## src/include/dot11_tx_defs.svh

```systemverilog
/* Widths and constants of the legacy OFDM transmit bit front end.
   Rate codes are the 4-bit RATE values of the legacy SIGNAL field. */
`ifndef DOT11_TX_DEFS_SVH
`define DOT11_TX_DEFS_SVH

// Block RAM interface
`define DOT11_BRAM_W        64
`define DOT11_BRAM_AW       10

// Counter and register widths
`define DOT11_SCRAM_W       7
`define DOT11_PSDU_BITS_W   19
`define DOT11_DBPS_W        9

// Field lengths in bits
`define DOT11_SIG_BITS      24
`define DOT11_SERVICE_BITS  16
`define DOT11_FCS_BITS      32
`define DOT11_TAIL_BITS     6

// Convolutional encoder generators, MSB is the current input
`define DOT11_GEN0          7'o133
`define DOT11_GEN1          7'o171

// Reflected IEEE 802.3 polynomial
`define DOT11_CRC_POLY      32'hEDB88320

// Legacy rate codes
`define DOT11_RATE_6M       4'b1011
`define DOT11_RATE_9M       4'b1111
`define DOT11_RATE_12M      4'b1010
`define DOT11_RATE_18M      4'b1110
`define DOT11_RATE_24M      4'b1001
`define DOT11_RATE_36M      4'b1101
`define DOT11_RATE_48M      4'b1000
`define DOT11_RATE_54M      4'b1100

`endif

```

## src/hw/dot11_tx_pkg.sv

```systemverilog
/* Types shared by the transmit bit front end.
   Encoded pair bit 0 comes from generator 133, bit 1 from generator 171. */
`include "dot11_tx_defs.svh"

package dot11_tx_pkg;

    // Vector types
    typedef logic [`DOT11_BRAM_W-1:0]      bram_word_t;
    typedef logic [`DOT11_BRAM_AW-1:0]     bram_addr_t;
    typedef logic [`DOT11_SCRAM_W-1:0]     scram_state_t;
    typedef logic [`DOT11_PSDU_BITS_W-1:0] psdu_bits_t;
    typedef logic [`DOT11_DBPS_W-1:0]      dbps_t;
    typedef logic [3:0]                    rate_code_t;
    typedef logic [1:0]                    enc_pair_t;
    typedef logic [`DOT11_FCS_BITS-1:0]    crc_t;

    // Packet field sequencer
    typedef enum logic [2:0] {IDLE, SIGNAL, SERVICE, PSDU, FCS, TAIL, PAD} tx_state_t;

    // Per-packet rate, latched from the SIGNAL word
    typedef struct packed {
        rate_code_t rate;
        dbps_t      n_dbps;
    } rate_params_t;

    typedef struct packed {
        logic bit_in;
        logic advance;
        logic clear;
    } enc_ctrl_t;

    typedef struct packed {
        logic [3:0] nibble;
        logic       strobe;
        logic       clear;
    } crc_ctrl_t;

endpackage

```

## src/hw/dot11_crc32.sv

```systemverilog
/* CRC-32 over the PSDU payload, four bits per strobe, LSB first.
   Clear and strobe are not expected in the same cycle; clear wins. */
`timescale 1ns/1ps
`include "dot11_tx_defs.svh"

module dot11_crc32
    import dot11_tx_pkg::*;
(
    input  logic      clk,
    input  logic      reset_int,
    input  crc_ctrl_t i_crc_ctrl,
    output crc_t      o_fcs
);

    crc_t crc_q;

    // One nibble through the reflected shift register
    function automatic crc_t crc_nibble(crc_t c, logic [3:0] d);
        crc_t r;
        r = c;
        for (int i = 0; i < 4; i++) begin
            if (r[0] ^ d[i]) begin
                r = (r >> 1) ^ `DOT11_CRC_POLY;
            end else begin
                r = r >> 1;
            end
        end
        return r;
    endfunction

    always_ff @(posedge clk) begin
        if (reset_int) begin
            crc_q <= '1;
        end else if (i_crc_ctrl.clear) begin
            crc_q <= '1;
        end else if (i_crc_ctrl.strobe) begin
            crc_q <= crc_nibble(crc_q, i_crc_ctrl.nibble);
        end
    end

    // FCS is the complemented register
    assign o_fcs = ~crc_q;

endmodule

```

## src/hw/dot11_conv_encoder.sv

```systemverilog
/* Rate-1/2, K=7 convolutional encoder, generators 133 and 171 octal.
   Output pair is combinational; clear encodes the current bit against zero history. */
`timescale 1ns/1ps
`include "dot11_tx_defs.svh"

module dot11_conv_encoder
    import dot11_tx_pkg::*;
(
    input  logic      clk,
    input  logic      reset_int,
    input  enc_ctrl_t i_enc_ctrl,
    output enc_pair_t o_bits
);

    // hist[5] is the previous bit, hist[0] the oldest
    logic [5:0] hist;
    logic [5:0] hist_eff;
    logic [6:0] window;

    assign hist_eff = i_enc_ctrl.clear ? 6'd0 : hist;
    assign window   = {i_enc_ctrl.bit_in, hist_eff};

    // Generator parities
    assign o_bits[0] = ^(window & `DOT11_GEN0);
    assign o_bits[1] = ^(window & `DOT11_GEN1);

    always_ff @(posedge clk) begin
        if (reset_int) begin
            hist <= '0;
        end else if (i_enc_ctrl.advance) begin
            hist <= window[6:1];
        end
    end

    // Clear covers only the first bit of a field
    assert property (@(posedge clk) disable iff (reset_int)
        i_enc_ctrl.clear && i_enc_ctrl.advance |=> !i_enc_ctrl.clear);

endmodule

```

## src/hw/dot11_bit_source.sv

```systemverilog
/* Packet sequencer of the legacy transmit bit stream.
   RAM read latency is one cycle; length in word 0 counts the FCS and must be 4 or more.
   Unknown rate codes are sent as 6 Mbps. */
`timescale 1ns/1ps
`include "dot11_tx_defs.svh"

module dot11_bit_source
    import dot11_tx_pkg::*;
(
    input  logic         clk,
    input  logic         reset_int,
    input  logic         i_tx_start,
    input  scram_state_t i_init_scram_state,
    input  bram_word_t   i_bram_din,
    input  crc_t         i_fcs,
    input  logic         i_enc_ready,
    output bram_addr_t   o_bram_addr,
    output enc_ctrl_t    o_enc_ctrl,
    output crc_ctrl_t    o_crc_ctrl,
    output logic         o_enc_valid,
    output logic         o_tx_started,
    output logic         o_tx_done
);

    tx_state_t    state;
    logic [4:0]   fld_cnt;
    psdu_bits_t   psdu_cnt;
    psdu_bits_t   psdu_len;
    dbps_t        dbps_cnt;
    rate_params_t rate_q;
    scram_state_t scram;
    logic [3:0]   nib_q;
    logic         sig_tail_q;
    logic         accept;
    logic         sym_end;
    logic         scram_bit;
    logic         psdu_bit;
    logic         tx_bit;
    logic [3:0]   crc_nib;

    function automatic rate_params_t decode_rate(rate_code_t code);
        rate_params_t p;
        p.rate = code;
        case (code)
            `DOT11_RATE_6M:  p.n_dbps = dbps_t'(24);
            `DOT11_RATE_9M:  p.n_dbps = dbps_t'(36);
            `DOT11_RATE_12M: p.n_dbps = dbps_t'(48);
            `DOT11_RATE_18M: p.n_dbps = dbps_t'(72);
            `DOT11_RATE_24M: p.n_dbps = dbps_t'(96);
            `DOT11_RATE_36M: p.n_dbps = dbps_t'(144);
            `DOT11_RATE_48M: p.n_dbps = dbps_t'(192);
            `DOT11_RATE_54M: p.n_dbps = dbps_t'(216);
            default: begin
                p.rate   = `DOT11_RATE_6M;
                p.n_dbps = dbps_t'(24);
            end
        endcase
        return p;
    endfunction

    assign o_enc_valid  = (state != IDLE);
    assign accept       = o_enc_valid && i_enc_ready;
    assign sym_end      = (dbps_cnt == rate_q.n_dbps - 1'b1);
    assign o_tx_started = accept && (state == SIGNAL) && (fld_cnt == '0);

    ////////////////////////////////////////////////
    // Bit selection and scrambling
    ////////////////////////////////////////////////
    always_comb begin
        scram_bit = scram[6] ^ scram[3];
        // Bit 63 comes from the held nibble, the address has already moved
        if (psdu_cnt[5:0] == 6'd63) begin
            psdu_bit = nib_q[3];
        end else begin
            psdu_bit = i_bram_din[psdu_cnt[5:0]];
        end
        case (state)
            SIGNAL:  tx_bit = (fld_cnt == 5'(`DOT11_SIG_BITS - 1)) ? sig_tail_q
                                                                 : i_bram_din[fld_cnt];
            SERVICE: tx_bit = scram_bit;
            PSDU:    tx_bit = scram_bit ^ psdu_bit;
            FCS:     tx_bit = scram_bit ^ i_fcs[fld_cnt];
            PAD:     tx_bit = scram_bit;
            default: tx_bit = 1'b0;
        endcase
    end

    assign crc_nib = (psdu_cnt[5:2] == 4'hF) ? nib_q : i_bram_din[{psdu_cnt[5:2], 2'b00} +: 4];

    assign o_enc_ctrl = '{
        bit_in:  tx_bit,
        advance: accept,
        clear:   (state == SIGNAL || state == SERVICE) && (fld_cnt == '0)
    };

    assign o_crc_ctrl = '{
        nibble: crc_nib,
        strobe: accept && (state == PSDU) && (psdu_cnt[1:0] == 2'b11),
        clear:  (state == IDLE) && i_tx_start
    };

    ////////////////////////////////////////////////
    // Packet state machine
    ////////////////////////////////////////////////
    always_ff @(posedge clk) begin
        if (reset_int) begin
            state       <= IDLE;
            fld_cnt     <= '0;
            psdu_cnt    <= '0;
            dbps_cnt    <= '0;
            o_bram_addr <= '0;
            o_tx_done   <= 1'b0;
        end else begin
            o_tx_done <= 1'b0;
            if (state == IDLE) begin
                if (i_tx_start) begin
                    state   <= SIGNAL;
                    fld_cnt <= '0;
                end
            end else if (i_enc_ready) begin
                fld_cnt <= fld_cnt + 1'b1;
                // Symbol position counts DATA bits only
                if (state == SIGNAL) begin
                    dbps_cnt <= '0;
                end else begin
                    dbps_cnt <= sym_end ? dbps_t'(0) : dbps_cnt + 1'b1;
                end
                case (state)
                    SIGNAL: begin
                        if (fld_cnt == 5'(`DOT11_SIG_BITS - 2)) begin
                            o_bram_addr <= bram_addr_t'(1);
                        end
                        if (fld_cnt == 5'(`DOT11_SIG_BITS - 1)) begin
                            fld_cnt <= '0;
                            state   <= SERVICE;
                        end
                    end
                    SERVICE: begin
                        if (fld_cnt == 5'(`DOT11_SERVICE_BITS - 2)) begin
                            o_bram_addr <= bram_addr_t'(2);
                        end
                        if (fld_cnt == 5'(`DOT11_SERVICE_BITS - 1)) begin
                            fld_cnt  <= '0;
                            psdu_cnt <= '0;
                            state    <= (psdu_len == '0) ? FCS : PSDU;
                        end
                    end
                    PSDU: begin
                        psdu_cnt <= psdu_cnt + 1'b1;
                        if (psdu_cnt[5:0] == 6'd62) begin
                            o_bram_addr <= o_bram_addr + 1'b1;
                        end
                        if (psdu_cnt == psdu_len - 1'b1) begin
                            fld_cnt <= '0;
                            state   <= FCS;
                        end
                    end
                    FCS: begin
                        if (fld_cnt == 5'(`DOT11_FCS_BITS - 1)) begin
                            fld_cnt <= '0;
                            state   <= TAIL;
                        end
                    end
                    TAIL: begin
                        if (fld_cnt == 5'(`DOT11_TAIL_BITS - 1)) begin
                            state <= PAD;
                            if (sym_end) begin
                                state       <= IDLE;
                                o_bram_addr <= '0;
                                o_tx_done   <= 1'b1;
                            end
                        end
                    end
                    default: begin
                        if (sym_end) begin
                            state       <= IDLE;
                            o_bram_addr <= '0;
                            o_tx_done   <= 1'b1;
                        end
                    end
                endcase
            end
        end
    end

    // Word 0 fields, held RAM bits and the data scrambler
    always_ff @(posedge clk) begin
        if (accept) begin
            nib_q <= i_bram_din[`DOT11_BRAM_W-1 -: 4];
            if (state == SIGNAL && fld_cnt == '0) begin
                rate_q   <= decode_rate(i_bram_din[3:0]);
                psdu_len <= {4'd0, i_bram_din[16:5], 3'd0} - psdu_bits_t'(`DOT11_FCS_BITS);
            end
            if (state == SIGNAL && fld_cnt == 5'(`DOT11_SIG_BITS - 2)) begin
                sig_tail_q <= i_bram_din[`DOT11_SIG_BITS-1];
            end
            if (state == SIGNAL) begin
                if (fld_cnt == 5'(`DOT11_SIG_BITS - 1)) begin
                    scram <= i_init_scram_state;
                end
            end else if (state != TAIL) begin
                scram <= {scram[5:0], scram_bit};
            end
        end
    end

    // RAM read holds under back-pressure and otherwise steps one word or returns to 0
    assert property (@(posedge clk) disable iff (reset_int)
        !$stable(o_bram_addr) |-> $past(i_enc_ready) &&
            (o_bram_addr == $past(o_bram_addr) + 1'b1 || o_bram_addr == '0));

    // Last payload bit closes a nibble, so the FCS is complete before its field
    assert property (@(posedge clk) disable iff (reset_int)
        accept && (state == PSDU) && (psdu_cnt == psdu_len - 1'b1) |-> o_crc_ctrl.strobe);

endmodule

```

## src/hw/dot11_tx_bits.sv

```systemverilog
/* Bit front end of the legacy OFDM transmitter.
   Streams encoded SIGNAL and DATA pairs for one packet per start pulse. */
`timescale 1ns/1ps

module dot11_tx_bits
    import dot11_tx_pkg::*;
(
    input  logic         clk,
    input  logic         reset_int,
    input  logic         i_tx_start,
    input  scram_state_t i_init_scram_state,
    input  bram_word_t   i_bram_din,
    output bram_addr_t   o_bram_addr,
    input  logic         i_enc_ready,
    output logic         o_enc_valid,
    output enc_pair_t    o_enc_bits,
    output logic         o_tx_started,
    output logic         o_tx_done
);

    enc_ctrl_t enc_ctrl;
    crc_ctrl_t crc_ctrl;
    crc_t      fcs;

    dot11_bit_source u_bit_source (
        .clk                (clk),
        .reset_int          (reset_int),
        .i_tx_start         (i_tx_start),
        .i_init_scram_state (i_init_scram_state),
        .i_bram_din         (i_bram_din),
        .i_fcs              (fcs),
        .i_enc_ready        (i_enc_ready),
        .o_bram_addr        (o_bram_addr),
        .o_enc_ctrl         (enc_ctrl),
        .o_crc_ctrl         (crc_ctrl),
        .o_enc_valid        (o_enc_valid),
        .o_tx_started       (o_tx_started),
        .o_tx_done          (o_tx_done)
    );

    dot11_crc32 u_crc32 (
        .clk        (clk),
        .reset_int  (reset_int),
        .i_crc_ctrl (crc_ctrl),
        .o_fcs      (fcs)
    );

    dot11_conv_encoder u_conv_encoder (
        .clk        (clk),
        .reset_int  (reset_int),
        .i_enc_ctrl (enc_ctrl),
        .o_bits     (o_enc_bits)
    );

endmodule

```

## config.mk

```make
export PLATFORM = sky130hd
export DESIGN_NAME = dot11_tx_bits
export DESIGN_NICKNAME = d
export VERILOG_FILES = /design/src/hw/dot11_tx_pkg.sv /design/src/hw/dot11_crc32.sv /design/src/hw/dot11_conv_encoder.sv /design/src/hw/dot11_bit_source.sv /design/src/hw/dot11_tx_bits.sv
export VERILOG_INCLUDE_DIRS = /design/src /design/src/include
export SDC_FILE = /design/constraint.sdc
export NUM_CORES = 1
export LEC_CHECK = 0
export BUFFER_PORTS_ARGS = -buffer_cell sky130_fd_sc_hd__buf_2
export CAP_MARGIN = 10
export CORE_MARGIN = 4
export CORE_UTILIZATION = 54
export CTS_CLUSTER_SIZE = 30
export DETAILED_ROUTE_END_ITERATION = 10
export HOLD_SLACK_MARGIN = 0.02
export PLACE_DENSITY = 0.72
export SLEW_MARGIN = 20
export SYNTH_ARGS = -nofsm -noshare
export SYNTH_HDL_FRONTEND = slang
export SYNTH_SLANG_ARGS = --single-unit
```

## constraint.sdc

```tcl
create_clock -name clk -period 5.3 [get_ports clk]
set_input_delay 1.59 -clock clk [delete_from_list [all_inputs] [get_ports clk]]
set_output_delay 1.59 -clock clk [all_outputs]
set_load 0.005 [all_outputs]
```

==> summary.txt <==
Final Max Slew Viols - 0
Site Rows - 45
TritonCTS Buffers - 17
PnR worst setup slack - 0.1060 ns
dominant cells by area after synthesis - dfxtp_1 20%, edfxtp_1 11%, mux4_2 10%
post-synthesis async set-or-reset flop share - 0%
Ant. Diodes - 0
final number of setup-violating endpoints - 0
type of element launching the critical path - input port
Mapped Area - 8559 µm²
register area share after synthesis - 30.76%
Post-synth EDFFs - 31
hold_buf cts - 0
Setup CP Type - in -> out
Crit-path slowest cell - mux4_2
RSZ-0062 raised after global routing - no
GPL Wtd Cong - 0.9127
drt drc - 0
H-tree Lvls - 4
CP Cell Sequence - buf_2 > mux4_2 > a22o_1 > a221oi_2 > o221ai_1 > a311oi_1 > nand4_1 > buf_4 > xnor2_1 > buf_2
Post-Route WL - 23.76 mm
family with the most delay on the worst path - compound AO/OA/AOI/OAI gates
Port Buffers - 89
1st-iter DRT viols - 827
Worst Path Max Fanout - 3
total gr overflow - 0
normalized max-slew margin - 27.74%
die span in y - 133.9 µm
total clock sinks - 116
Ys Warns - 0
die area - 17930 µm²
root buf cell - clkbuf_16
outcome - completed
Yosys top cell area share - 19.88%
clk_skew - 0.009127 ns
hpwl dp - 17.40 mm
Worst Tran Pin Value - 1.076 ns
Initial Util - 55.69%
DRT antenna net count - 0
top cells by count, synth - 97 x nand2_1, 85 x dfxtp_1, 80 x nor2_1
pre-CTS worst setup slack - 0.05211 ns
Overall Global Routing Usage - 26.04%
Core ar. - 15370 µm²
Yosys top cell by area - dfxtp_1
Leakage - 3.558 nW
first-pass GRT wire length - 37.52 mm
fin util - 63.97%
Bufs on Longest Clock Path - 2
share of layout cells above drive strength 1 - 21.22%
drt via density - 6.423
Worst Path Required - 3.71 ns
most common flop cell mapped by yosys - dfxtp_1
DIE WIDTH - 133.9 µm
syn avg cell area - 9.000 µm²
Synth Net Count - 1040
final cycle utilization of the critical path - 98.00%
slowest stage delay, CP - 0.47 ns
First-pass DRT Iterations - 5
most frequent cell after synthesis - nand2_1
Worst Setup End Kind - output pin
CP bufs+invs - 3
max-capacitance violation count - 0
clock latency on the worst-skew pair - 0.42 ns
total power - 3.100 mW
setup TNS - 0 ns
Avg WL per Cell - 19.04 µm
Finished Cell Area - 9833 µm²
# IOs - 90
synthesized instance count - 951
Layout Nets - 1113
Synth-to-Final Area Change - 14.88%
DR vias - 8016
Worst EP arrival - 3.60 ns
most frequent CP cell - buf_2
CTS tree - done
Seq cells post-synth - 116
largest net degree at the start of global routing - 45
fin crit period - 5.194 ns
Hold Path Class - reg -> reg
Max VDD drop - 284.0 µV
vias in the first global route - 7164
Synth cell types - 82
Max Clk Rate - 0.1925 GHz
clock slew at reported path FFs - 0.06 ns
DP Area - 9205 µm²
PD cells - 315.3 nW/µm²
initial antenna violation count - 0
Final Hold Fails - 0
[cell type report]
class,count,area (µm²)
inverters,31,116.4
well taps,211,264.0
flip-flops and latches,116,2633
multi-input cells,740,5539
fillers,1296,5538
clock inverters,13,153.9
repair buffers,118,663.1
clock buffers,19,464.2
[state kept, by name, summed over array words and instances (netlist names)]
| signal | flops |
|---|---|
| u_bit_source.rate_q | 6 |
| u_bit_source.state | 3 |
| u_conv_encoder.hist | 6 |
| u_bit_source.o_bram_addr | 10 |
| u_bit_source.psdu_len | 13 |
| u_bit_source.sig_tail_q | 1 |
| u_bit_source.o_tx_done | 1 |
| u_bit_source.dbps_cnt | 9 |
| u_bit_source.scram | 7 |
| u_bit_source.psdu_cnt | 19 |
| u_crc32.crc_q | 32 |
| u_bit_source.nib_q | 4 |
| u_bit_source.fld_cnt | 5 |
[worst min-delay path: stages, from the launching register on]
cell     delay (ns)
dfxtp_1        0.31
nand2_1        0.05
a21oi_1        0.05
[what timing repair did]
action | 4_1_cts | 5_1_grt
endpoints found under the setup margin | 0 | 2
setup buffers | 0 | 0
resized for setup | 0 | 1
[cells in the final DEF, fill, tap and decap left out, types with 12 or more instances in the layout]
| master | count |
|---|---|
| nand2_1 | 97 |
| buf_2 | 89 |
| dfxtp_1 | 85 |
| nor2_1 | 79 |
| o21ai_0 | 46 |
| nand3_1 | 44 |
| a21oi_1 | 43 |
| mux4_2 | 38 |
| xnor2_1 | 35 |
| edfxtp_1 | 31 |
| inv_1 | 30 |
| nor3_1 | 29 |
| buf_4 | 29 |
| xor2_1 | 26 |
| and3_1 | 25 |
| mux2i_1 | 23 |
| clkbuf_16 | 18 |
| a22oi_1 | 16 |
| a311oi_1 | 16 |
| o211ai_1 | 16 |
| ha_1 | 14 |
| nor2b_1 | 12 |
| nand4_1 | 12 |
[cells by family (layout without fill, tap and decap cells)]
family / after synthesis / in the layout / share of synthesized area (%)
multiplexers: 75 / 75 / 15.23
adder cells (fa/ha/maj): 14 / 14 / 2.047
XOR/XNOR: 66 / 66 / 7.528
AND/OR/NAND/NOR: 368 / 368 / 22.06
buffers and inverters: 95 / 181 / 4.780
flip-flops: 116 / 116 / 30.76
AO/OA/AOI/OAI: 217 / 217 / 17.60
[per-stage QoR]
step	cells	hold slack, ns
2_1_floorplan	951	0.4321
3_3_place_gp	1216	0.4404
3_5_place_dp	1216	0.4607
4_1_cts	1248	0.4705
5_1_grt	1248	0.4794
6_report	1248	0.4663
[routing by layer]
| layer | global-route usage (%) | part of all wire [%] | wire, µm | vias up |
|---|---|---|---|---|
| met2 | 39.47 | 45 | 10660 | 400 |
| met3 | 5.064 | 8.7 | 2071 | 43 |
| li1 | - | - | - | 3747 |
| met4 | 9.086 | 2.3 | 554 | 0 |
| met5 | 0 | 0 | 0 | - |
| met1 | 37.33 | 44 | 10480 | 3826 |
[power breakdown]
group	internal, mW	switching, mW	leakage, nW
registers	0.983	0.0809	0.970
logic	0.325	0.508	2.29
clock network	0.775	0.428	0.294
total	2.08	1.02	3.56
[path summary, 6_finish.rpt]
check | startpoint | end | slack (ns) | cells after the start
worst max-delay path | i_bram_din[27] | o_enc_bits[0] | 0.11 | 10
worst min-delay path | u_conv_encoder.hist[2] | u_conv_encoder.hist[2] | 0.47 | 2
worst max register to register | u_bit_source.fld_cnt[1] | u_bit_source.o_bram_addr[9] | 1.89 | 8
worst min register to register | u_conv_encoder.hist[2] | u_conv_encoder.hist[2] | 0.47 | 2
No activity file was read; power rests on OpenSTA's default activity.
